$ cat config.mk
export PLATFORM = sky130hd
export DESIGN_NAME = wb_rr_arbiter
export DESIGN_NICKNAME = d
export VERILOG_FILES = /design/src/hdl/cache_cfg_pkg.sv /design/src/hdl/wb_bus_pkg.sv /design/src/hdl/wb_rr_arbiter.sv
export SDC_FILE = /design/constraint.sdc
export NUM_CORES = 1
export LEC_CHECK = 0
export ABC_CLOCK_PERIOD_IN_PS = 2100
export BUFFER_PORTS_ARGS = -buffer_cell sky130_fd_sc_hd__buf_2
export CAP_MARGIN = 10
export CORE_AREA = 2 2 109 111
export DETAILED_ROUTE_END_ITERATION = 16
export DIE_AREA = 0 0 111 113
export GPL_TIMING_DRIVEN = 0
export PLACE_DENSITY = 0.66
export SYNTH_ARGS = -nofsm -noshare
export SYNTH_HDL_FRONTEND = slang
export SYNTH_SLANG_ARGS = --single-unit
export TNS_END_PERCENT = 5
$ cat constraint.sdc
create_clock -name clk -period 2.1 [get_ports clk]
set_input_delay 0 -clock clk [delete_from_list [all_inputs] [get_ports clk]]
set_output_delay 0 -clock clk [all_outputs]
set_load 0.005 [all_outputs]
$ cat src/hdl/cache_cfg_pkg.sv
// Cache geometry package
// Sizes of the two-way data caches and the vector types built on them

package cache_cfg_pkg;

	// ======================================================================
	// Base geometry
	// ======================================================================
	localparam int ADDR_W     = 16;
	localparam int DATA_W     = 32;
	localparam int WAYS       = 2;
	localparam int SETS       = 16;
	localparam int LINE_WORDS = 4;

	// Address split: | tag | index | word in line | byte in word |
	localparam int BOFF_W = $clog2(DATA_W / 8);
	localparam int WOFF_W = $clog2(LINE_WORDS);
	localparam int OFFS_W = BOFF_W + WOFF_W;
	localparam int IDX_W  = $clog2(SETS);
	localparam int TAG_W  = ADDR_W - IDX_W - OFFS_W;

	// ======================================================================
	// Types
	// ======================================================================
	typedef logic [ADDR_W-1:0]        addr_t;
	typedef logic [DATA_W-1:0]        word_t;
	typedef logic [TAG_W-1:0]         tag_t;
	typedef logic [IDX_W-1:0]         idx_t;
	typedef logic [WOFF_W-1:0]        woff_t;
	typedef logic [$clog2(WAYS)-1:0]  way_t;
	// One channel per processor, two in total
	typedef logic [0:0]               chan_t;

endpackage
$ cat src/hdl/wb_bus_pkg.sv
// Wishbone bus package
// Classic-cycle request and response structs plus the snoop broadcast

package wb_bus_pkg;

	// Masters on the shared memory bus
	localparam int N_MASTERS = 2;

	// Byte lanes of one data word
	localparam int SEL_W = cache_cfg_pkg::DATA_W / 8;
	typedef logic [SEL_W-1:0] sel_t;

	// Backing memory depth in words
	localparam int MEM_WORDS = 1024;
	localparam int MEM_AW    = $clog2(MEM_WORDS);

	// Driven by a master, held stable until ack
	typedef struct packed {
		logic                  cyc;
		logic                  stb;
		logic                  we;
		sel_t                  sel;
		cache_cfg_pkg::addr_t  adr;
		cache_cfg_pkg::word_t  dat;
	} wb_req_t;

	// Driven by a slave, ack is a single-cycle pulse
	typedef struct packed {
		logic                  ack;
		cache_cfg_pkg::word_t  dat;
	} wb_rsp_t;

	// Address of a write that completed on the memory bus
	typedef struct packed {
		logic                  valid;
		cache_cfg_pkg::addr_t  adr;
		cache_cfg_pkg::chan_t  src;
	} snoop_t;

endpackage

$ cat src/hdl/wb_rr_arbiter.sv
// Round-robin arbiter for two Wishbone classic masters
// Grants on an idle bus, holds the grant while cyc stays high
// and broadcasts the address of every acknowledged write as a snoop

`timescale 1ns/10ps

module wb_rr_arbiter (
	input  logic                clk,
	input  logic                rst,
	input  wb_bus_pkg::wb_req_t m_req_i [wb_bus_pkg::N_MASTERS],
	output wb_bus_pkg::wb_rsp_t m_rsp_o [wb_bus_pkg::N_MASTERS],
	output wb_bus_pkg::wb_req_t s_req_o,
	input  wb_bus_pkg::wb_rsp_t s_rsp_i,
	output wb_bus_pkg::snoop_t  snoop_o
);

	typedef enum logic {A_IDLE, A_BUSY} arb_state_t;

	arb_state_t           state;
	cache_cfg_pkg::chan_t gnt;
	// Master that wins a tie on the next grant
	cache_cfg_pkg::chan_t prio;
	cache_cfg_pkg::chan_t pick;
	logic                 any_req;
	logic                 wr_done;
	logic                 snp_valid;
	cache_cfg_pkg::addr_t snp_adr;
	cache_cfg_pkg::chan_t snp_src;

	assign any_req = m_req_i[0].cyc || m_req_i[1].cyc;
	assign pick    = m_req_i[prio].cyc ? prio : ~prio;

	// Grant FSM, the master just granted drops to low priority
	always_ff @(posedge clk or posedge rst) begin
		if (rst) begin
			state <= A_IDLE;
			gnt   <= '0;
			prio  <= '0;
		end else begin
			case (state)
				A_IDLE: begin
					if (any_req) begin
						gnt   <= pick;
						prio  <= ~pick;
						state <= A_BUSY;
					end
				end
				A_BUSY: begin
					if (!m_req_i[gnt].cyc)
						state <= A_IDLE;
				end
				default:
					state <= A_IDLE;
			endcase
		end
	end

	// Pass-through of the granted master, nothing reaches memory while idle
	assign s_req_o = (state == A_BUSY) ? m_req_i[gnt] : '0;

	always_comb begin
		for (int i = 0; i < wb_bus_pkg::N_MASTERS; i++) begin
			m_rsp_o[i].ack = s_rsp_i.ack && (state == A_BUSY)
				&& (gnt == cache_cfg_pkg::chan_t'(i));
			m_rsp_o[i].dat = s_rsp_i.dat;
		end
	end

	// ======================================================================
	// Snoop broadcast
	// ======================================================================
	assign wr_done = s_req_o.cyc && s_req_o.stb && s_req_o.we && s_rsp_i.ack;

	always_ff @(posedge clk or posedge rst) begin
		if (rst)
			snp_valid <= 1'b0;
		else
			snp_valid <= wr_done;
	end

	always_ff @(posedge clk) begin
		if (wr_done) begin
			snp_adr <= s_req_o.adr;
			snp_src <= gnt;
		end
	end

	assign snoop_o = '{valid: snp_valid, adr: snp_adr, src: snp_src};

	// A line fill must never be split between two masters
	a_grant_held: assert property (@(posedge clk) disable iff (rst)
		(state == A_BUSY && m_req_i[gnt].cyc) |=> (state == A_BUSY && $stable(gnt)));

endmodule

==> impl_metrics.tcl <==
set metrics [dict create \
    period_share_pct 90.0 \
    avgViaCountPerCell 3.79 \
    tightest_slew_ps 440 \
    track_usage_pct 11.7 \
    portBuffers 251 \
    wl_per_cell_um 12.8 \
    initial_core_util_pct 18.3 \
    netlist.area_leader.share_pct 26.7 \
    clk_path_buf_depth 2 \
    p_per_area_nw_per_um2 791 \
    async_reset_ff_share_pct 19.0 \
    status "finished, final reports clean" \
    synth.largest_area_cell "mux2i_1" \
    fp.dieH_um 113 \
    hold_violations 0 \
    drt-total-wl_um 8020 \
    r2r_slack_ps 210 \
    max_cap_violations 0 \
    slew_headroom_pct 70.6 \
    cp_common_cell "buf_6" \
    fin_total_pwr_mw 2.85 \
    num_io_pins 284 \
    whs_ps 67.9 \
    grt_first_pass_wirelength_um 11700 \
    ys_seq_elements 21 \
    path_class "flip-flop to flip-flop" \
    ys_top_cells_by_count "70 x buf_4, 57 x nor2_1, 55 x mux2i_1, 17 x edfxtp_1, 6 x buf_2" \
    area_growth_pct 74.8 \
    rsz0062_at_grt "false" \
    clk_pin_slew_ps 60 \
    max_stage_delay_ps 450 \
    syn-cell-area_sq_um 2060 \
    die_x_um 111 \
    ys_types 19 \
    pre_cts_slack_ps 24.6 \
    drive_above_1_share_pct 69.5 \
    gr-total-overflow 0 \
    fp-row-count 39 \
    core_sq_um 11300 \
    final_nets 631 \
    ys_seq_area_share_pct 29.6 \
    dr.first_iter.drc_count 77 \
    min_period_ps 1890 \
    finalWorstSetupSlack_ps 209 \
    slew_viol_final 0 \
    peakVddDrop_mv 0.427 \
    yosysMostFrequentCell "buf_4" \
    synth_nets 373 \
    die_area_sq_um 12500 \
    cts_setup_buffers 0 \
    grt_max_degree 13 \
    tritoncts "built" \
    synth_ff_type "edfxtp_1" \
    clock_latency_ps 250 \
    fin_skew_ps 2.33 \
    antenna_cells 0 \
    worstPathCellList "buf_6 > buf_6 > nand3b_4 > a211oi_4 > buf_4" \
    path_max_fanout 12 \
    worst_ep_arrival_time_ps 1840 \
    grt_pass1_vias 2207 \
    ant_nets 0 \
    drc 0 \
    total_leakage_power_nw 2.16 \
    cts_root_buf "clkbuf_16" \
    setup_viol 0 \
    crit_required_ps 2050 \
    routed-via-count 2378 \
    synth.area.top_cells "mux2i_1 27%, buf_4 26%, edfxtp_1 25%" \
    htreeDepth 1 \
    synth_edf_count 17 \
    syn_inst 228 \
    dr.pass1.iters 4 \
    startpoint_type "flip-flop" \
    yosys_warnings 0 \
    hold_class "primary input to flip-flop" \
    antenna_found_initial 0 \
    cp-end-kind "flip-flop" \
    gp_congestion 0.748 \
    clkSinkCount 21 \
    dp_hpwl_um 7160 \
    cts_buffers 3 \
    synth.avg_cell_area_sq_um 9.03 \
    cp_slowest_cell "a211oi_4" \
    fmax_ghz 0.529 \
]
## layout make-up
class	count	area, sq um
Sequential cell	21	611
Multi-Input combinational cell	125	863
Inverter	3	11.3
Fill cell	1236	7670
Timing Repair Buffer	253	1270
Tap cell	143	179
Clock buffer	3	75.1
Clock inverter	1	5.00
Buffer	79	582
## what timing repair did
action	CTS	global route
setup endpoints to repair	0	11
gates resized for setup	0	1
endpoints found under the hold margin	4	0
hold buffers	1	0
## worst max-delay path: cells and delay by family, from the launching register on
kind / cells / cell delay, ps
compound gates: 1 / 450
flops: 1 / 380
buf+inv: 3 / 590
simple gates: 1 / 160
## where the power goes
part           internal (mW)  leakage [nW]  total (mW)  switching (mW)
Sequential             0.532         0.204       0.560          0.0278
Clock                  0.255        0.0409       0.394           0.139
Combinational          0.961          1.91        1.89           0.934
Total                   1.75          2.16        2.85            1.10
## cell usage in the layout (no fill, tap or decap)
master / n
a211oi_4: 1
a21oi_1: 3
a31oi_1: 1
and3_1: 1
buf_2: 257
buf_4: 71
buf_6: 2
clkbuf_1: 1
clkbuf_16: 3
clkinv_2: 1
dfrtp_1: 4
dlygate4sd3_1: 1
edfxtp_1: 17
inv_1: 2
inv_2: 1
mux2i_1: 55
nand2_1: 1
nand2b_1: 2
nand3_1: 1
nand3b_4: 1
nor2_1: 57
o21ai_0: 2
## per-layer routing
metal	wire length, um	part of all wire, %	global-route usage (%)	vias up
met5	0	0	0	-
met4	25	0.31	2.00	0
met3	554	6.9	1.82	2
met2	4460	56	23.2	134
met1	2970	37	13.2	1038
li1	-	-	-	1204
## sequential cells by signal (all words and copies together) (netlist names)
signal     flops
snp_adr       16
state          1
gnt            1
snp_valid      1
prio           1
snp_src        1
## per-stage QoR
step / instances / setup TNS (ps) / instance area [sq um] / utilization [%]
3_5_place_dp: 623 / 0 / 3500 / 31.1
3_3_place_gp: 622 / -5960 / 3490 / 31.0
5_1_grt: 628 / 0 / 3600 / 31.9
2_1_floorplan: 228 / 0 / 2060 / -
4_1_cts: 628 / 0 / 3590 / 31.9
6_report: 628 / 0 / 3600 / 31.9
## final timing paths
path	startpoint	to	depth (start not counted)
max	gnt$_DFFE_PP0P_	snp_adr[4]$_DFFE_PP_	5
min	m_req_i[54]	state$_DFF_PP0_	3
max reg2reg	gnt$_DFFE_PP0P_	snp_adr[4]$_DFFE_PP_	5
min reg2reg	gnt$_DFFE_PP0P_	snp_src$_DFFE_PP_	0
max in group asynchronous	rst	snp_valid$_DFF_PP0_	3
min in group asynchronous	rst	gnt$_DFFE_PP0P_	3
## kinds of logic after synthesis
family / after synthesis / synth area share (%)
compound gates: 7 / 2.13
buf+inv: 82 / 28.8
flops: 21 / 29.6
mux: 55 / 26.7
simple gates: 63 / 12.7
Power figures use the tool's default switching activity.
